File: config.mk
export PLATFORM = sky130hd
export DESIGN_NAME = bootWrite
export DESIGN_NICKNAME = d
export VERILOG_FILES = /design/src/hw/bootPkg.sv /design/src/hw/bootWrite.sv
export VERILOG_INCLUDE_DIRS = /design/src /design/src/hw
export SDC_FILE = /design/constraint.sdc
export NUM_CORES = 1
export LEC_CHECK = 0
export ABC_AREA = 1
export BUFFER_PORTS_ARGS = -buffer_cell sky130_fd_sc_hd__clkbuf_2
export CAP_MARGIN = 20
export CORE_MARGIN = 2
export CORE_UTILIZATION = 43
export DETAILED_ROUTE_END_ITERATION = 6
export PLACE_DENSITY = 0.82
export SETUP_SLACK_MARGIN = 0.4
export SLEW_MARGIN = 15
export SYNTH_ARGS = -nofsm -noshare
export SYNTH_HDL_FRONTEND = slang
export SYNTH_SLANG_ARGS = --single-unit
File: constraint.sdc
create_clock -name clk_25mhz -period 1.3 [get_ports clk_25mhz]
set_input_delay 0 -clock clk_25mhz [delete_from_list [all_inputs] [get_ports clk_25mhz]]
set_output_delay 0 -clock clk_25mhz [all_outputs]
set_load 0.05 [all_outputs]
File: src/hw/bootSoc_settings.svh
`ifndef BOOTSOC_SETTINGS_SVH
`define BOOTSOC_SETTINGS_SVH

// Cycles the loader idles after reset before touching storage
`define BOOT_RESET_CYCLES 32

// Program RAM geometry, 32-bit words
`define RAM_WORDS 1024
`define RAM_ADDR_BITS 10

// Framebuffer geometry, one byte per pixel
`define FB_WIDTH 256
`define FB_HEIGHT 256

`endif

File: src/hw/bootPkg.sv
`include "bootSoc_settings.svh"

package bootPkg;

    typedef logic [31:0] word_t;

    typedef logic [`RAM_ADDR_BITS-1:0] ramAddr_t;

    // Request to the block-storage word reader
    typedef struct packed {
        logic  read;
        word_t addr;
    } storeReq_t;

    // Busy level plus the word it returns
    typedef struct packed {
        logic  busy;
        word_t data;
    } storeRsp_t;

    // One image word on its way from fetch to write
    typedef struct packed {
        logic     valid;
        ramAddr_t addr;
        word_t    data;
    } bootWord_t;

    // Program RAM write port
    typedef struct packed {
        logic     writeEn;
        ramAddr_t addr;
        word_t    data;
    } ramWrite_t;

endpackage

File: src/hw/bootWrite.sv
module bootWrite (
    input  logic               clk_25mhz,
    input  logic               rstN,
    input  bootPkg::bootWord_t fetched,
    input  logic               lastWord,
    output bootPkg::ramWrite_t ramWr,
    output logic               bootDone
);

    // Set while the RAM write of the final word is on the port
    logic lastWrite;

    always_ff @(posedge clk_25mhz) begin
        if (!rstN) begin
            ramWr.writeEn <= 1'b0;
            lastWrite     <= 1'b0;
            bootDone      <= 1'b0;
        end else begin
            ramWr.writeEn <= fetched.valid;
            lastWrite     <= fetched.valid && lastWord;

            // Zero-length image finishes without any write
            if (lastWrite || (lastWord && !fetched.valid)) begin
                bootDone <= 1'b1;
            end
        end
    end

    // Address and data follow the valid, no reset needed
    always_ff @(posedge clk_25mhz) begin
        if (fetched.valid) begin
            ramWr.addr <= fetched.addr;
            ramWr.data <= fetched.data;
        end
    end

endmodule

# Yosys cells after proc, flatten, opt, wreduce, memory -nomap -nowiden
# Cells that the tools add are included.
[totals]
reg_bits = 45
out_inout_bits = 44
[op_classes]
n_reduce_logical = 4
[ops]
columns = ["operator", "n"]
rows = [
  ["logical AND 1 bit", 2],
  ["logical NOT 1 bit", 1],
  ["logical OR 1 bit", 1],
]

# Depth between registers and ports, before layout
[logic_depth]
word_depth = 3
mapped_depth = 3

# Worst setup path before layout
# OpenSTA, ideal clock, no wires.
[synth_timing]
path_type = "reg-to-reg"
startpoint = "register, netlist name bootDone"
endpoint = "register bootDone"
setup_time_ns = 0.070
arrival_time_ns = 0.831
setup_slack_ns = 0.399
path_stages_with_launch = 3
n_path_buf = 0
synth_period_minus_slack_ns = 0.901
path_cell_list = "dfxtp_1 > nor2_1 > a21oi_1"
[synth_lines]
columns = ["element", "line_no", "text"]
rows = [
  ["end signal: assignment", "bootWrite.sv:17", "bootDone <= 1'b0;"],
  ["end signal: assignment", "bootWrite.sv:24", "bootDone <= 1'b1;"],
  ["end: declaration", "bootWrite.sv:7", "output logic bootDone"],
]

# Worst setup path after layout
[layout_timing]
startpoint = "register ramWr[11] (netlist name)"
endpoint = "output ramWr[11] (netlist name)"
[layout_lines]
columns = ["element", "line_no", "text"]
rows = [
  ["start: declaration", "bootWrite.sv:6", "output bootPkg::ramWrite_t ramWr,"],
]
# No word-level cell between the ends.

==> qor.csv <==
stage;metric;value;unit
grt;grt_use_total;26.93;%
logic_synthesis;avgSynthCellArea;25.12;sq um
power_and_ir_drop;p_leak;1.209;nW
worst_setup_path;crit_arrival;1020;ps
cts;cts_tree;yes;
final_layout;syn2layout_area_growth;106.6;%
detailed_routing;drt-total-wl;4685;um
sta;setup_tns;0;ps
logic_synthesis;yosys.area_share.simple;1.107;%
final_layout;final-instance-count-excl-fill;241;
final_layout;final_area;2803;sq um
cts;cts_htree_levels;2;
placement;dpl.hpwl;1974;um
floorplanning;io-pin-count;90;
worst_setup_path;crit_buf_inv;1;
worst_setup_path;path_class;reg2out;
cts;root_buffer;clkbuf_4;
min_path;hold_class;in2reg;
logic_synthesis;synth_mux_area_share;0;%
floorplanning;dieArea;3619;sq um
floorplanning;initial_core_util;44.79;%
grt;grt-ovfl-total;0;
worst_setup_path;cp_slowest_cell;edfxtp_1;
logic_synthesis;ys_warn_count;0;
placement;portBuffers;89;
cts;clk_pin_slew;140;ps
detailed_routing;routed_via_density;4.639;
floorplanning;row_count;20;
sta;setup_viol;0;
sta;fin_crit_sh;78.31;%
logic_synthesis;yosys.area_share.adder;0;%
grt;antenna_found_initial;0;
logic_synthesis;ys_types;6;
sta;finClkSkew;6.361;ps
sta;fin_crit;1018;ps
power_and_ir_drop;p_per_area;1262;nW/um^2
flow_run;maxCapViolCount;0;
logic_synthesis;synth_top_family_by_area;buffers and inverters;
logic_synthesis;syn-num-nets;100;
floorplanning;dieWidth;60.16;um
detailed_routing;drc;0;
sta;worst_pin_slew;364.0;ps
placement;routabilityCongestion;0.6511;
run_status;outcome;completed;
floorplanning;die_y;60.16;um
final_layout;drive_gt1_share;50.76;%
sta;maxSlewHeadroom;75.73;%
sta;hold_violations;0;
sta;rsz0062_at_grt;yes;
power_and_ir_drop;max-vdd-ir-drop;0.9239;mV
worst_setup_path;path_max_fanout;1;
logic_synthesis;synthCells;54;
grt;grt_max_degree;29;
worst_setup_path;worst_setup_path_end_kind;output port;
sta;fmax;0.9823;GHz
final_layout;antenna_cells;0;
logic_synthesis;syn-cell-area;1356;sq um
worst_setup_path;slowest_delay;460;ps
worst_setup_path;crit_chain;buf_8;
grt;grt_pass1_vias;1211;
detailed_routing;routedWlPerCell;19.44;um
logic_synthesis;synth-seq-cells;45;
cts;cts_buffer_depth;2;
sta;holdWs;115.3;ps
grt;grt_first_pass_wirelength;6313;um
final_layout;fill_cells;85;
cts;insertion_delay;370;ps
power_and_ir_drop;power;3.536;mW
sta;slew_violations;0;
final_layout;finalNetCount;242;
detailed_routing;drt.antenna.violating_nets;0;
placement;placedInstanceArea;1873;sq um
logic_synthesis;yosysSeqAreaShare;97.42;%
cts;numCtsBuffers;5;
detailed_routing;drtIter0Drc;47;
floorplanning;fp.coreArea;3028;sq um
worst_setup_path;start_kind;flop;
worst_setup_path;crit_required;1300;ps
detailed_routing;vias;1118;
detailed_routing;drt-pass1-iter-count;4;
logic_synthesis;synth_xor_area_share;0;%
placement;dp.cells;189;
cts;cts.sinks;45;
logic_synthesis;synth-compound-area-share;0.3690;%
worst_setup_path;cp_top_family;flip-flops;
-- report_power, final --
group | internal (mW) | switching, mW
clock network | 0.398 | 0.451
registers | 1.71 | 0.0675
logic | 0.390 | 0.519
total | 2.50 | 1.04
-- logic make-up after synthesis --
family          count (synthesis)
compound gates                  1
buf+inv                         4
flops                          45
simple gates                    4
-- layout make-up --
class	instances	area (sq um)	share of cell area [%]
sequential	45	1324	47.23
timing repair buffer	135	1310	46.74
tap	44	55.05	1.964
clock inverter	3	41.29	1.473
clock buffer	5	37.54	1.339
multi-input combinational	5	20.02	0.7143
inverter	4	15.01	0.5357
-- path summary, 6_finish.rpt --
kind              cells after the start  slack [ps]                     to                  start
setup / recovery                      1         280              ramWr[11]    ramWr[11]$_DFFE_PP_
hold / removal                        2         120     ramWr[3]$_DFFE_PP_            fetched[42]
setup reg to reg                      2         610  bootDone$_SDFFE_PN0P_  bootDone$_SDFFE_PN0P_
hold reg to reg                       2         570  bootDone$_SDFFE_PN0P_   lastWrite$_SDFF_PN0_
-- metrics by stage --
stage / utilization [%] / worst slack (ps)
6_report: 92.56 / 282.0
5_1_grt: 92.56 / 250.5
4_1_cts: 91.74 / 322.9
3_5_place_dp: 61.86 / 533.1
3_3_place_gp: 61.86 / 570.4
2_1_floorplan: - / 558.5
-- cell usage after synthesis --
master	instances	area, sq um
a21oi_1	1	5.000
nand2_1	2	7.510
edfxtp_1	42	1261
nor2_1	2	7.510
dfxtp_1	3	60.06
inv_1	4	15.01
-- placed cells by master (no fill, tap or decap) --
master / instances
a21oi_1: 1
buf_4: 2
buf_8: 19
bufinv_16: 1
clkbuf_2: 45
clkbuf_4: 5
clkbuf_8: 25
clkinv_1: 1
clkinvlp_4: 1
dfxtp_1: 1
dfxtp_2: 2
dlygate4sd3_1: 44
edfxtp_1: 42
inv_1: 4
nand2_1: 2
nor2_1: 2
-- layer usage --
layer,wire length [um],vias to the layer above,GRT usage [%]
li1,-,488,-
met3,433,8,12.55
met1,1792,548,30.98
met5,0,-,0
met2,2364,74,43.94
met4,95,0,9.841
-- sequential cells by signal, indices dropped and copies added (netlist names) --
| signal | count |
|---|---|
| bootDone | 1 |
| ramWr | 43 |
| lastWrite | 1 |
-- what timing repair did --
item,CTS,global route
endpoints found under the hold margin,45,0
gates resized for setup,88,20
hold buffers,44,0
setup buffers,0,0
setup endpoints to repair,44,44
(Power assumes the default switching activity.)
