[src/hw/bootSoc_settings.svh]
`ifndef BOOTSOC_SETTINGS_SVH
`define BOOTSOC_SETTINGS_SVH

// Cycles the loader idles after reset before touching storage
`define BOOT_RESET_CYCLES 32

// Program RAM geometry, 32-bit words
`define RAM_WORDS 1024
`define RAM_ADDR_BITS 10

// Framebuffer geometry, one byte per pixel
`define FB_WIDTH 256
`define FB_HEIGHT 256

`endif

[src/hw/bootPkg.sv]
`include "bootSoc_settings.svh"

package bootPkg;

    typedef logic [31:0] word_t;

    typedef logic [`RAM_ADDR_BITS-1:0] ramAddr_t;

    // Request to the block-storage word reader
    typedef struct packed {
        logic  read;
        word_t addr;
    } storeReq_t;

    // Busy level plus the word it returns
    typedef struct packed {
        logic  busy;
        word_t data;
    } storeRsp_t;

    // One image word on its way from fetch to write
    typedef struct packed {
        logic     valid;
        ramAddr_t addr;
        word_t    data;
    } bootWord_t;

    // Program RAM write port
    typedef struct packed {
        logic     writeEn;
        ramAddr_t addr;
        word_t    data;
    } ramWrite_t;

endpackage

[src/hw/busPkg.sv]
`include "bootSoc_settings.svh"

package busPkg;

    localparam int pixelXBits = $clog2(`FB_WIDTH);
    localparam int pixelYBits = $clog2(`FB_HEIGHT);

    // Processor data bus
    typedef struct packed {
        logic [31:0] addr;
        logic [31:0] writeData;
        logic        write;
        logic        read;
    } cpuBus_t;

    typedef logic [7:0] pixel_t;

    // Y sits above X so the struct lines up with address bits 31:16
    typedef struct packed {
        logic [pixelYBits-1:0] y;
        logic [pixelXBits-1:0] x;
    } pixelAddr_t;

    typedef struct packed {
        logic       write;
        pixelAddr_t addr;
        pixel_t     color;
    } pixelWrite_t;

endpackage

[src/hw/busDecode.sv]
`include "bootSoc_settings.svh"

module busDecode (
    input  logic                clk_25mhz,
    input  logic                rstN,
    input  logic                bootDone,
    input  bootPkg::ramWrite_t  ramWr,
    input  busPkg::cpuBus_t     cpuBus,
    output logic                ramWriteEn,
    output bootPkg::ramAddr_t   ramAddr,
    output bootPkg::word_t      ramWriteData,
    input  bootPkg::word_t      ramReadData,
    output bootPkg::word_t      cpuReadData,
    output busPkg::pixelWrite_t pixelWr,
    input  busPkg::pixelAddr_t  videoAddr,
    output busPkg::pixelAddr_t  fbAddr
);
    import busPkg::*;

    logic ramSel;
    logic fbSel;
    logic ramReadLast;

    // Upper half zero is program RAM, lower half zero with upper set is the framebuffer
    assign ramSel = (cpuBus.addr[31:16] == 16'h0000);
    assign fbSel  = (cpuBus.addr[15:0] == 16'h0000) && !ramSel;

    // Loader owns the RAM port until boot is complete
    always_comb begin
        if (bootDone) begin
            ramWriteEn   = cpuBus.write && ramSel;
            ramAddr      = cpuBus.addr[`RAM_ADDR_BITS-1:0];
            ramWriteData = cpuBus.writeData;
        end else begin
            ramWriteEn   = ramWr.writeEn;
            ramAddr      = ramWr.addr;
            ramWriteData = ramWr.data;
        end
    end

    // Pixel coordinates come straight from address bits 31:16
    assign pixelWr.write = bootDone && cpuBus.write && fbSel;
    assign pixelWr.addr  = pixelAddr_t'(cpuBus.addr[31:16]);
    assign pixelWr.color = pixel_t'(cpuBus.writeData[7:0]);

    // Write takes the framebuffer port, video scan otherwise
    assign fbAddr = pixelWr.write ? pixelWr.addr : videoAddr;

    always_ff @(posedge clk_25mhz) begin
        if (!rstN) begin
            ramReadLast <= 1'b0;
        end else begin
            ramReadLast <= bootDone && cpuBus.read && ramSel;
        end
    end

    // Registered RAM output lines up with the strobe one cycle back
    assign cpuReadData = ramReadLast ? ramReadData : '0;

endmodule

[config.mk]
export PLATFORM = sky130hd
export DESIGN_NAME = busDecode
export DESIGN_NICKNAME = d
export VERILOG_FILES = /design/src/hw/bootPkg.sv /design/src/hw/busPkg.sv /design/src/hw/busDecode.sv
export VERILOG_INCLUDE_DIRS = /design/src /design/src/hw
export SDC_FILE = /design/constraint.sdc
export NUM_CORES = 1
export LEC_CHECK = 0
export ABC_AREA = 1
export BUFFER_PORTS_ARGS = -buffer_cell sky130_fd_sc_hd__buf_2
export CORE_AREA = 2 2 108 110
export CTS_BUF_LIST = sky130_fd_sc_hd__clkbuf_16
export DETAILED_ROUTE_END_ITERATION = 8
export DIE_AREA = 0 0 110 112
export PLACE_DENSITY = 0.43
export SETUP_SLACK_MARGIN = 0.02
export SLEW_MARGIN = 40
export SYNTH_ARGS = -nofsm -noshare
export SYNTH_HDL_FRONTEND = slang
export SYNTH_SLANG_ARGS = --single-unit
export TNS_END_PERCENT = 50
[constraint.sdc]
create_clock -name clk_25mhz -period 2.8 [get_ports clk_25mhz]
set_clock_uncertainty 0.15 [all_clocks]
set_input_delay 0.56 -clock clk_25mhz [delete_from_list [all_inputs] [get_ports clk_25mhz]]
set_output_delay 0.56 -clock clk_25mhz [all_outputs]
set_load 0.02 [all_outputs]
Word level (Yosys, flattened, before mapping)
Index checks and enable logic that the tools add are counted.
{"block": "word_totals", "word_cells": 15, "regBits": 1, "output_inout_bits": 116, "inputBits": 160}
{"block": "op_classes", "mux": 5, "n_reduce_logical": 9}
{"operator": "$mux 32", "n": 2}
{"operator": "$logic_not 16->1", "n": 2}
{"operator": "$mux 16", "n": 1}
{"operator": "$mux 10", "n": 1}
{"operator": "$logic_and 1x1->1", "n": 6}
{"operator": "$logic_not 1->1", "n": 1}
{"operator": "$mux 1", "n": 1}

Longest topological paths before layout
{"block": "logic_depth", "ltp_word": 5, "depth_mapped": 9, "mapped_depth_nobuf": 8}

Least setup slack after synthesis
Ideal clock, no wire load.
{"block": "synth_timing", "kind": "input -> output", "start": "input port bootDone", "end": "output port fbAddr[5] in the netlist's numbering", "setup_slack_ns": 0.617, "path_stages": 8, "arrival_time_ns": 1.473, "path_buffers": 2, "t_required_ns": 2.090, "cell_sequence": "buf_4 > nand2_2 > nor3_2 > nand2_2 > nor2_4 > buf_6 > nand3_1 > nand2_1"}
{"item": "from (decl)", "line": "busDecode.sv:6", "text": "input logic bootDone,"}
{"item": "to (decl)", "line": "busDecode.sv:16", "text": "output busPkg::pixelAddr_t fbAddr"}

==> metrics.txt <==
result of the run finished clean; cell area after synthesis roughly 1400 µm²; die boundary height approximately 110 µm; floorplan core area between 10000 and 15000 µm²; fin nets approximately 730; number of warnings reported in the yosys synthesis log 0; port bufs 275; antenna violations before repair 0; vias between 2k and 3k; launching element type of the critical path input port; flip-flop count of the largest register after layout 1; DRC violations left 0; Filler Cells Inserted 1306; sequential cell area fraction in the yosys report 1.412%; cell area after placement 2759 µm²; Die Outline Area about 12000 µm²; data required time of the worst path roughly 2100 ps; final non-filler cell total around 710; number of inserted diodes 0; Initial DRT Pass Iterations 5; number of hold-repair buffers added at the cts stage 0; die width 110 µm; remaining max-slew budget at the tightest pin between 70% and 80%; number of max-cap violations 0; total power density per cell area 147.6 nW/µm²; Final Routed Wirelength 7.292 mm; most common cell after layout, fill and taps aside sky130_fd_sc_hd__buf_2; RD Place Congestion around 0.77; Final Setup Violations 0; worst vdd rail ir drop approximately 0.000061 V; worst hold slack after final layout ~670 ps; leakage power total ~2.1 nW; Yosys reg bits 1; share of post-route cells with drive strength above 1 50.97%; instance count of the mapped netlist 325; number of cells upsized or downsized after cts 0; kind of critical path in -> out; Fmax achieved ~0.4 GHz; worst setup timing slack at the placement stage 311.6 ps; HPWL after detailed placement about 6.5 mm; minimum setup slack in the final design 307.7 ps; data arrival time of the critical path 1780 ps; number of buffers inserted to repair setup after CTS 0; most frequent cells in the layout sky130_fd_sc_hd__buf_2 (275), sky130_fd_sc_hd__nand2_1 (182), sky130_fd_sc_hd__inv_1 (48), sky130_fd_sc_hd__nand3_1 (18), sky130_fd_sc_hd__nor2_1 (16); number of rows in the core area 39; I/O pin cnt between 200 and 300; mean cell area of the mapped netlist ~4.4 µm²; final core occ between 20% and 30%; final period utilization just under 90%; Vias/cell about 3.7; fin crit period between 2000 and 2500 ps; hold depth 3; peak fanout along the critical path 16; overflow left after global routing 0; worst min path class in -> reg; Max Slew Vio Count 0; number of distinct library cells after synthesis 17; Top Registers ramReadLast x1; Layout Area Growth over Synthesis 94.62%; Hold Path Origin cpuBus[0]; first-iteration detailed-routing DRC count between 90 and 100; number of placed instances, taps included between 700 and 800; via count of the first global-routing pass 2292; global router's overall resource usage 10.56%; Hold Path Sink ramReadLast; Biggest register ramReadLast; number of endpoints with negative hold slack in the final report 0; total design power just over 0.4 mW; cell area after layout about 2800 µm²; transition time at the pin with the least slew margin roughly 370 ps; wire length per cell 10.30 µm; Worst setup EP type primary output; clock slew at reported path FFs 0 ps; ANT nets after route 0; maximum number of pins on one net before global-route repair between 50 and 60; TNS Setup 0 ps; number of nets in the synthesized netlist ~490; setup repair after global routing missed its margin no; initial cell density of the core approximately an eighth; wire length of the first global-routing pass 10.67 mm; start point of the critical path cpuBus[35]
-- report_power, final --
group,switching (mW),leakage (nW),internal [mW]
sequential,0.0000000131,0.00805,0.0145
combinational,0.229,2.11,0.163
clock,0,0,0
-- Yosys cell counts --
master / instances / share of area [%]
sky130_fd_sc_hd__nand2_1: 182 / 48
sky130_fd_sc_hd__clkbuf_1: 11 / 2.9
sky130_fd_sc_hd__nand2_2: 3 / 1.3
sky130_fd_sc_hd__buf_6: 2 / 1.6
sky130_fd_sc_hd__nor2_4: 1 / 0.79
sky130_fd_sc_hd__clkinv_1: 1 / 0.26
sky130_fd_sc_hd__nor3_2: 1 / 0.71
sky130_fd_sc_hd__o21ai_0: 3 / 1.1
sky130_fd_sc_hd__nor2_1: 16 / 4.2
sky130_fd_sc_hd__buf_2: 1 / 0.35
sky130_fd_sc_hd__buf_4: 25 / 13
sky130_fd_sc_hd__dfxtp_1: 1 / 1.4
sky130_fd_sc_hd__inv_2: 3 / 0.79
sky130_fd_sc_hd__inv_1: 48 / 13
sky130_fd_sc_hd__nand3_1: 18 / 6.4
sky130_fd_sc_hd__nand3_4: 1 / 1.2
sky130_fd_sc_hd__o21ai_1: 8 / 2.8
-- layer usage --
layer  global-route usage (%)  routed length [µm]
met5                        0                   0
met4                   0.2532                  19
met3                    1.288                 816
met2                    21.96                3837
met1                    11.51                2618
-- logic make-up after synthesis --
group / after synthesis / share of synthesized area (%)
compound gates: 11 / 3.883
buf+inv: 91 / 31.86
flops: 1 / 1.412
simple gates: 222 / 62.84
-- final cells by class --
class	count	area [µm²]	area share, %
Sequential cell	1	20.02	0.7256
Tap cell	143	178.9	6.485
Timing Repair Buffer	279	1419	51.43
Multi-Input combinational cell	233	945.9	34.29
Inverter	52	195.2	7.075
-- critical path, stage by stage --
cell and delay [ps]:
sky130_fd_sc_hd__buf_2 100, sky130_fd_sc_hd__inv_1 60, sky130_fd_sc_hd__nand2_1 50, sky130_fd_sc_hd__nor2_1 150, sky130_fd_sc_hd__nand3_1 150, sky130_fd_sc_hd__nor2_4 330
sky130_fd_sc_hd__nand3_1 120, sky130_fd_sc_hd__nand2_1 100, sky130_fd_sc_hd__buf_2 160
-- worst max path at each step --
stage | end | slack (ps) | cells after the start
4_1_cts | fbAddr[2] | 300 | 9
5_1_grt | fbAddr[10] | 120 | 9
2_1_floorplan | fbAddr[5] | 620 | 8
3_3_place_gp | fbAddr[12] | 300 | 9
3_5_place_dp | fbAddr[2] | 310 | 9
6_report | fbAddr[2] | 310 | 9
Power figures use the tool's default switching activity.
