`config.mk`:
```
export PLATFORM = sky130hd
export DESIGN_NAME = bootFetch
export DESIGN_NICKNAME = d
export VERILOG_FILES = /design/src/hw/bootPkg.sv /design/src/hw/bootFetch.sv
export VERILOG_INCLUDE_DIRS = /design/src /design/src/hw
export SDC_FILE = /design/constraint.sdc
export NUM_CORES = 1
export LEC_CHECK = 0
export ABC_AREA = 1
export BUFFER_PORTS_ARGS = -buffer_cell sky130_fd_sc_hd__buf_2
export CELL_PAD_IN_SITES_DETAIL_PLACEMENT = 0
export CELL_PAD_IN_SITES_GLOBAL_PLACEMENT = 2
export CORE_ASPECT_RATIO = 2
export CORE_MARGIN = 5
export CORE_UTILIZATION = 33
export CTS_CLUSTER_SIZE = 10
export DETAILED_ROUTE_END_ITERATION = 12
export PLACE_DENSITY = 0.91
export SETUP_SLACK_MARGIN = 0.02
export SYNTH_ARGS = -nofsm -noshare
export SYNTH_HDL_FRONTEND = slang
export SYNTH_SLANG_ARGS = --single-unit
export TNS_END_PERCENT = 20
```
`constraint.sdc`:
```
create_clock -name clk_25mhz -period 5.4 [get_ports clk_25mhz]
set_clock_uncertainty 0.15 [all_clocks]
set_input_delay 0.27 -clock clk_25mhz [delete_from_list [all_inputs] [get_ports clk_25mhz]]
set_output_delay 0.27 -clock clk_25mhz [all_outputs]
set_load 0.01 [all_outputs]
```
`src/hw/bootSoc_settings.svh`:
```
`ifndef BOOTSOC_SETTINGS_SVH
`define BOOTSOC_SETTINGS_SVH

// Cycles the loader idles after reset before touching storage
`define BOOT_RESET_CYCLES 32

// Program RAM geometry, 32-bit words
`define RAM_WORDS 1024
`define RAM_ADDR_BITS 10

// Framebuffer geometry, one byte per pixel
`define FB_WIDTH 256
`define FB_HEIGHT 256

`endif

```
`src/hw/bootPkg.sv`:
```
`include "bootSoc_settings.svh"

package bootPkg;

    typedef logic [31:0] word_t;

    typedef logic [`RAM_ADDR_BITS-1:0] ramAddr_t;

    // Request to the block-storage word reader
    typedef struct packed {
        logic  read;
        word_t addr;
    } storeReq_t;

    // Busy level plus the word it returns
    typedef struct packed {
        logic  busy;
        word_t data;
    } storeRsp_t;

    // One image word on its way from fetch to write
    typedef struct packed {
        logic     valid;
        ramAddr_t addr;
        word_t    data;
    } bootWord_t;

    // Program RAM write port
    typedef struct packed {
        logic     writeEn;
        ramAddr_t addr;
        word_t    data;
    } ramWrite_t;

endpackage

```
`src/hw/bootFetch.sv`:
```
`include "bootSoc_settings.svh"

module bootFetch (
    input  logic               clk_25mhz,
    input  logic               rstN,
    output bootPkg::storeReq_t storeReq,
    input  bootPkg::storeRsp_t storeRsp,
    output bootPkg::bootWord_t fetched,
    output logic               lastWord
);
    import bootPkg::*;

    typedef enum logic [2:0] {
        sResetWait,
        sLenPulse,
        sLenBusy,
        sWordPulse,
        sWordBusy,
        sDone
    } fetchState_t;

    fetchState_t state;
    word_t       waitCount;
    word_t       remaining;
    ramAddr_t    ramIndex;

    always_ff @(posedge clk_25mhz) begin
        if (!rstN) begin
            state         <= sResetWait;
            waitCount     <= '0;
            remaining     <= '0;
            ramIndex      <= '0;
            storeReq.read <= 1'b0;
            fetched.valid <= 1'b0;
            lastWord      <= 1'b0;
        end else begin
            // Strobes are single-cycle unless a state sets them again
            storeReq.read <= 1'b0;
            fetched.valid <= 1'b0;
            lastWord      <= 1'b0;

            case (state)
                sResetWait: begin
                    waitCount <= waitCount + 1'b1;
                    if (waitCount == `BOOT_RESET_CYCLES - 1) begin
                        // Word 0 holds the image length
                        storeReq.read <= 1'b1;
                        storeReq.addr <= '0;
                        state         <= sLenPulse;
                    end
                end

                // Busy is guaranteed up by the cycle after the pulse
                sLenPulse: begin
                    state <= sLenBusy;
                end

                sLenBusy: begin
                    if (!storeRsp.busy) begin
                        remaining <= storeRsp.data;
                        if (storeRsp.data == '0) begin
                            // Empty image, signal completion without a word
                            lastWord <= 1'b1;
                            state    <= sDone;
                        end else begin
                            storeReq.read <= 1'b1;
                            storeReq.addr <= 32'd1;
                            state         <= sWordPulse;
                        end
                    end
                end

                sWordPulse: begin
                    state <= sWordBusy;
                end

                sWordBusy: begin
                    if (!storeRsp.busy) begin
                        fetched.valid <= 1'b1;
                        fetched.addr  <= ramIndex;
                        fetched.data  <= storeRsp.data;
                        ramIndex      <= ramIndex + 1'b1;
                        remaining     <= remaining - 1'b1;
                        if (remaining == 32'd1) begin
                            lastWord <= 1'b1;
                            state    <= sDone;
                        end else begin
                            // Next read goes out while write stage commits this one
                            storeReq.read <= 1'b1;
                            storeReq.addr <= storeReq.addr + 1'b1;
                            state         <= sWordPulse;
                        end
                    end
                end

                // Loader stays parked until the next reset
                sDone: begin
                    state <= sDone;
                end

                default: begin
                    state <= sResetWait;
                end
            endcase
        end
    end

endmodule

```
* Yosys cells after proc, flatten, opt, wreduce, memory -nomap -nowiden *
Index checks and enable logic that the tools add are counted.

word-level totals
  input port bits = 35
  logic and storage cells = 58
  bits in registers = 154
  bits in latches = 0
  memory bits (read-only) = 0
  memory bits (writable) = 0
  memories kept = 0

operators by class
  $mul = 0
  bitwise logic cells = 1
  muxes and demuxes = 21
  eq/ne operators = 12
  divide/modulo/power cells = 0
  shifts and indexed selects = 0
  reductions and logical operators = 10
  magnitude comparators = 0
  add/subtract/negate cells = 4

operator list
  cell                                                                     number
  33-bit two-way mux                                                       5
  33-bit one-hot mux with 3 select lines                                   1
  32-bit by 1-bit adder with 32-bit output (second input constant)         2
  32-bit two-way mux                                                       2
  32-bit one-hot mux with 2 select lines                                   1
  43-bit two-way mux                                                       1
  32-bit by 1-bit equality test with 1-bit output (second input constant)  1
  32-bit by 5-bit equality test with 1-bit output (second input constant)  1
  32-bit zero test                                                         1
  32-bit by 1-bit subtractor with 32-bit output (second input constant)    1
  3-bit one-hot mux with 6 select lines                                    1
  3-bit two-way mux                                                        5
  10-bit by 1-bit adder with 10-bit output (second input constant)         1
  2-bit != test (second input constant)                                    5
  3-bit AND reduction                                                      3
  7-bit AND reduction                                                      1
  3-bit by 2-bit equality test with 1-bit output (second input constant)   2
  3-bit equality test (second input constant)                              2
  1-bit two-way mux                                                        4
  2-bit AND reduction                                                      2
  3-bit by 1-bit equality test with 1-bit output (second input constant)   1
  3-bit zero test                                                          1
  3-bit nonzero test                                                       1
  1-bit one-hot mux with 2 select lines                                    1
  other kinds (2)                                                          2

* Logic depth before layout (Yosys ltp) *
Gate-level depths: netlist (run 1).

  depth after elaboration = 4
  depth in mapped cells = 12
  depth with buffers taken out = 12

* Worst setup path before layout (run 1) *
OpenSTA, ideal clock, no wires.

  path kind = reg-to-reg
  start point = register waitCount[0]
  end point = register storeReq[0] (netlist bit) (enable)
  setup slack = 1336 ps
  data arrival time = 3453 ps
  required time = 4789 ps
  buffers on the path = 0
  stages on the path, launching flop included = 10
  setup time = 461 ps
  cell sequence = dfxtp_1 > ha_1 > nand3_2 > nor2_1 > nand2_1 > nor2_1 > nor2_1 > nor2_1 > inv_1 > nor3_1

between the ends
  longest elaborated chain between the ends = 3

ends and longest elaborated chain
  item                                             RTL line         RTL
  from (decl)                                      bootFetch.sv:23  word_t waitCount;
  from (signal assigned)                           bootFetch.sv:44  waitCount <= waitCount + 1'b1;
  32-bit by 5-bit equality test with 1-bit output  bootFetch.sv:45  if (waitCount == `BOOT_RESET_CYCLES - 1) begin
  2-bit != test (no line)                          --
  7-bit AND reduction (no line)                    --
  to (decl)                                        bootFetch.sv:6   output bootPkg::storeReq_t storeReq,

No other way between the ends.
A chain may end at the register's enable or synchronous reset.

* Worst setup path in the final report (run 1) *
  start point = register state[1]
  end point = register fetched[24] (netlist bit) (enable)

between the ends
  longest elaborated chain between the ends = 2

ends and longest elaborated chain
  item                           RTL line         RTL
  from (decl)                    bootFetch.sv:22  fetchState_t state;
  from (signal assigned)         bootFetch.sv:29  state <= sResetWait;
  from (signal assigned)         bootFetch.sv:49  state <= sLenPulse;
  from (signal assigned)         bootFetch.sv:55  state <= sLenBusy;
  3-bit equality test            bootFetch.sv:42  case (state)
  3-bit AND reduction (no line)  --
  to (decl)                      bootFetch.sv:8   output bootPkg::bootWord_t fetched,

No other way between the ends.

==> results of run 1 <==
cell usage in the layout, fill, tap and decap left out, drive strengths merged, types with 3 or more instances in the layout:
| master | instances |
|---|---|
| nand2 | 331 |
| nor2 | 270 |
| buf | 116 |
| inv | 109 |
| dfxtp | 80 |
| edfxtp | 74 |
| a21oi | 72 |
| nand3 | 60 |
| o21ai | 53 |
| nor3 | 43 |
| dlygate4sd3 | 32 |
| clkbuf | 22 |
| nand4 | 14 |
| xor2 | 11 |
| xnor2 | 9 |
| nand3b | 8 |
| clkinv | 6 |
| ha | 5 |
| nor4 | 4 |
| o21a | 4 |
| a31oi | 3 |
| and3 | 3 |
layout make-up:
class                   instances  share of cell area (%)
clock buffers                  22                    4.81
flip-flops and latches        154                    37.0
inverters                     107                    3.90
well taps                     340                    4.12
multi-input cells             902                    40.5
repair buffers                148                    8.85
clock inverters                10                   0.824
power by group:
group          switching (mW)  leakage, nW  internal, mW
Sequential            0.00193         1.39          1.22
Clock                   0.494        0.291         0.699
Combinational          0.0405         2.45        0.0333
Total                   0.537         4.13          1.95
worst max-delay path: stages (launching register included):
cell and delay (ns):
dfxtp_1 0.34, inv_1 0.11, nand2_2 0.09, nor2_4 0.44
nand2_2 0.25, nor2_4 0.54, buf_4 0.41
flip-flops by register name (all words and copies together) (netlist names):
signal,count
state,3
storeReq,33
lastWord,1
ramIndex,10
remaining,32
waitCount,32
fetched,43
how the worst max path moves through the flow:
stage,depth (start not counted),slack (ns),from,endpoint
after global routing,6,2.50,state[1]$_SDFFE_PN0P_,fetched[19]$_DFFE_PP_
after CTS,6,2.63,state[1]$_SDFFE_PN0P_,fetched[24]$_DFFE_PP_
after global placement,6,2.73,state[1]$_SDFFE_PN0P_,fetched[30]$_DFFE_PP_
final,6,2.71,state[1]$_SDFFE_PN0P_,fetched[24]$_DFFE_PP_
after floorplan,9,1.34,waitCount[0]$_SDFFE_PN0P_,storeReq[0]$_DFFE_PP_
after detailed placement,6,2.63,state[1]$_SDFFE_PN0P_,fetched[24]$_DFFE_PP_
through the flow:
| stage | area [sq um] | power, mW |
|---|---|---|
| 3_3_place_gp | 9420 | 1.30 |
| 6_report | 10300 | 2.49 |
| 4_1_cts | 10300 | 2.52 |
| 5_1_grt | 10300 | 2.57 |
| 2_1_floorplan | 8520 | 1.27 |
| 3_5_place_dp | 9420 | 1.30 |
cell families after synthesis:
family                   synth area share, %
buffers and inverters                   6.27
flip-flops                              44.9
adder cells (fa/ha/maj)                0.734
AO/OA/AOI/OAI                           8.66
AND/OR/NAND/NOR                         37.4
XOR/XNOR                                2.06
per-layer routing:
| layer | track usage (%) | routed length [microns] | vias up |
|---|---|---|---|
| li1 | - | - | 4152 |
| met1 | 16.2 | 9010 | 3678 |
| met2 | 37.4 | 15600 | 133 |
| met3 | 3.38 | 778 | 63 |
| met4 | 10.7 | 1480 | 2 |
| met5 | 0 | 14 | - |
==> run metrics, run 1 <==
placeable core area 25500 sq um; gr ovfl total 0; worst slew pin tran 0.849 ns; Hold Path Origin storeRsp[32]; hold depth 3; Synth top area share 26.1%; Pre-antenna DRT Iters 4; CP arrival 2.66 ns; Routed Antenna Nets 0; FFs w/ async S/R, synth 0%; Die Ht 237 microns; Avg Synthesized Cell Area 7.17 sq um; Yosys reg bits 154; later-pin clock latency in the skew report 0.44 ns; Hold Path Sink state[1]$_SDFFE_PN0P_; final wirelength 26900 microns; Final Non-Filler Cells 1683; total global-route track usage 18.6%; Final Hold Vio Count 0; die area 29300 sq um; post-CTS sizing 0; fmax 0.371 GHz; FF-to-FF setup slack 2.71 ns; vias in the first global route 8137; pins over their slew limit 0; Reg area 3820 sq um; Setup violations, final 0; CTS root buf clkbuf_16; Max-Cap Viols 0; status complete, no violations; Cells after DPL 1619; area delta synth->final 21.1%; Yosys warning total 0; Final Wtd Congestion 0.903; count leader, synth nand2_1; synth cell count leaders nand2_1 (320), nor2_1 (252), inv_1 (103); Synth Instances 1189; Util after Layout 40.4%; Inserted Diodes 0; share of cells above drive strength 1 14.8%; R2R depth 6; first-pass GRT wire length 41400 microns; Num CTS Buffers 17; Hold Worst Slack 0.0459 ns; post-synthesis instance area 8520 sq um; reg-to-reg startpoint state[1]$_SDFFE_PN0P_; hold buffer count at cts 32; RSZ-0062 raised after global routing false; pre-CTS WS 2.63 ns; P_leak 4.13 nW; # fillers 2781; Initial DRC Count 259; Worst setup SP type flip-flop; setup TNS 0 ns; detailed-route DRC error count 0; ranking of synthesized cells by area edfxtp_1 (26%), dfxtp_1 (19%), nand2_1 (14%), nor2_1 (11%), inv_1 (4.5%); Top FF cell, synth dfxtp_1; setup repair bufs after CTS 0; Synthesized Nets 1229; synth unique cells 43; io pins 112; DR vias 8028; CTS H-tree depth 4; Num Clock Sinks 154; initial core utilization 33.4%; DP Wirelength 20600 microns; Port Buffers 111; CTS tree done; Via density 4.77; initial antenna violation count 1; clk buf depth 2; clk slew on worst S/H paths 0.06 ns; CP max FO 22; Core Rows 83; Worst Slack Setup Final 2.71 ns; largest net degree at the start of global routing 57; Relative slew margins 43.0%; Worst IR Drop VDD 174 uV; cell accounting for the most synthesized area edfxtp_1; Final nets 1370; Avg WL per Cell 16.0 microns; Setup CP Type reg2reg; PD cells 241 nW/um^2; crit end category flip-flop; Worst Path Required 5.36 ns; Tcrit/Tclk final 49.9%; EDFF count, synth 74; Hold WC Path Type in2reg; DIE WIDTH 124 microns; Worst R2R End fetched[24]$_DFFE_PP_; minimum clock period 2.69 ns; Seq/Total Area, Yosys 44.9%; area of the multi-input gates 4180 sq um
Note: power is estimated with default switching activity, not from simulation.
==> run 2: changes to the inputs <==
Clock period 5.4 ns to 2.7 ns, I/O delays scaled along.
==> run metrics, run 2 (same netlist as run 1, synthesis figures left out) <==
highest routed layer met4; DP Wirelength 21000 microns (+1.9%); clk slew on worst S/H paths 0.06 ns (about the same); Pre-antenna DRT Iters 4 (unchanged); Die Ht 237 microns (unchanged); switching component of the power 1.08 mW (+100%); die area 29300 sq um (unchanged); post-CTS sizing 0 (unchanged); RSZ-0062 raised after global routing false; Hold WC Path Type in2reg; final wirelength 27200 microns (+1.1%); hold buffer count at cts 34 (+6.3%); vias in the first global route 8189 (+0.64%); Largest Register fetched; crit end category flip-flop; setup TNS 0 ns (unchanged); Worst Path Required 2.69 ns (-2.67 ns); Max-Cap Viols 0 (unchanged); Core Rows 83 (unchanged); Initial DRC Count 462 (+78%); gr ovfl total 0 (unchanged); most frequent cells in the layout nand2_1 (320), nor2_1 (251), buf_2 (111), inv_1 (102), dfxtp_1 (80); Routed Antenna Nets 0 (unchanged); DIE WIDTH 124 microns (unchanged); Port Buffers 111 (unchanged); Tcrit/Tclk final 87.6% (+38 points); combinational power share 3.1% (about the same); P_leak 4.12 nW (-0.21%); Final Hold Vio Count 0 (unchanged); worst slew pin tran 0.653 ns (-0.196 ns); total global-route track usage 18.9% (+0.31 points); setup repair bufs after CTS 0 (unchanged); detailed-route DRC error count 0 (unchanged); CTS tree done; FF-to-FF setup slack 0.34 ns (-2.37 ns); Setup CP Type reg2reg; Worst IR Drop VDD 432 uV (+150%); Via density 4.78 (+0.20%); placeable core area 25500 sq um (unchanged); CTS root buf clkbuf_16; Flop pwr share 49.7% (+0.6 points); CP max FO 32 (+45%); top flop regs fetched (43), storeReq (33); max reg flops 43 (unchanged); CTS H-tree depth 4 (unchanged); clock power share 47.2% (-0.8 points); Sw Ratio 22.0% (+0.46 points); CP arrival 2.35 ns (-0.31 ns); status complete, no violations; Inserted Diodes 0 (unchanged); Int Power 3.83 mW (+96%); most common cell after layout, fill and taps aside nand2_1; M1 WL 8810 microns (-2.2%); PD cells 472 nW/um^2 (+96%); Worst Slack Setup Final 0.335 ns (-2.37 ns); Relative slew margins 56.4% (+13 points); largest net degree at the start of global routing 43 (-25%); area delta synth->final 22.0%; minimum clock period 2.36 ns (-0.328 ns); Setup violations, final 0 (unchanged); initial antenna violation count 0 (-1); Num CTS Buffers 17 (unchanged); first-pass GRT wire length 41900 microns (+1.3%); Avg WL per Cell 16.1 microns (+0.60%); clk buf depth 2 (unchanged); later-pin clock latency in the skew report 0.45 ns (about the same); DR WL met3 845 microns (+8.6%); pins over their slew limit 0 (unchanged); io pins 112 (unchanged); Num Clock Sinks 154 (unchanged); Worst setup SP type flip-flop; fmax 0.423 GHz (+14%); met2 routed WL 16000 microns (+2.9%); DR vias 8087 (+0.73%); share of cells above drive strength 1 15.1% (+0.27 points); pre-CTS WS 0.365 ns (-2.26 ns); Final nets 1379 (+0.66%); Final Wtd Congestion 0.893 (-1.2%); initial core utilization 33.4% (unchanged)
[run 2: changes by cell type in the layout (fill, tap and decap cells not counted)]
cell           before  now
buf_4               5   10
buf_12              0    2
clkbuf_1            2    4
dlygate4sd3_1      32   34
clkbuf_16          19   18
clkbuf_8            1    0
clkinv_2            5    4
clkinvlp_4          1    0
inv_4               3    4
inv_6               0    1
nor3_2             10    9
nor3_4              0    1
[run 2: final timing paths]
kind	startpoint	end	cells past startpoint
worst max register to register	waitCount[0]$_SDFFE_PN0P_	storeReq[28]$_DFFE_PP_	10
worst max-delay path	waitCount[0]$_SDFFE_PN0P_	storeReq[28]$_DFFE_PP_	10
worst min register to register	ramIndex[7]$_SDFFE_PN0P_	fetched[39]$_DFFE_PP_	0
worst min-delay path	storeRsp[5]	fetched[5]$_DFFE_PP_	2
[run 2: layout make-up]
cell class	instances	area, sq um
fill	2784	15100
multi-input combinational	902	4180
sequential	154	3820
timing repair buffer	157	1010
clock buffer	22	465
tap	340	425
inverter	107	403
clock inverter	10	87.6
[run 2: per-layer routing]
layer / vias up / GRT usage [%]
li1: 4153 / -
met1: 3722 / 16.2
met2: 150 / 38.4
met3: 62 / 3.17
met4: 0 / 11.3
met5: - / 0
[run 2: power groups by stage]
stage                     Combinational (mW)  Clock (mW)  Sequential [mW]
after floorplan                       0.0508           0             2.49
after global placement                 0.114           0             2.49
after detailed placement               0.115           0             2.49
after CTS                              0.154        2.39             2.44
after global routing                   0.169        2.48             2.44
final                                  0.153        2.32             2.44
[run 2: stage by stage]
stage               utilization, %  instances  power, mW  hold slack (ns)  area [sq um]
floorplan                        -       1189       2.54           0.0839          8540
global placement              37.2       1626       2.60            0.195          9510
detailed placement            37.2       1626       2.61            0.194          9510
CTS                           40.7       1692       4.99            0.264         10400
global route                  40.7       1692       5.09            0.287         10400
finish                        40.7       1692       4.91            0.283         10400
[run 2: critical path: stages, from the launching register on]
cell and delay (ns):
dfxtp_1 0.38, ha_1 0.30, nand3_2 0.16, nor2_1 0.14, nand2_1 0.06, nor2_1 0.13, nor2_1 0.05, nor2_1 0.15
inv_1 0.12, nor3_4 0.16, buf_12 0.24
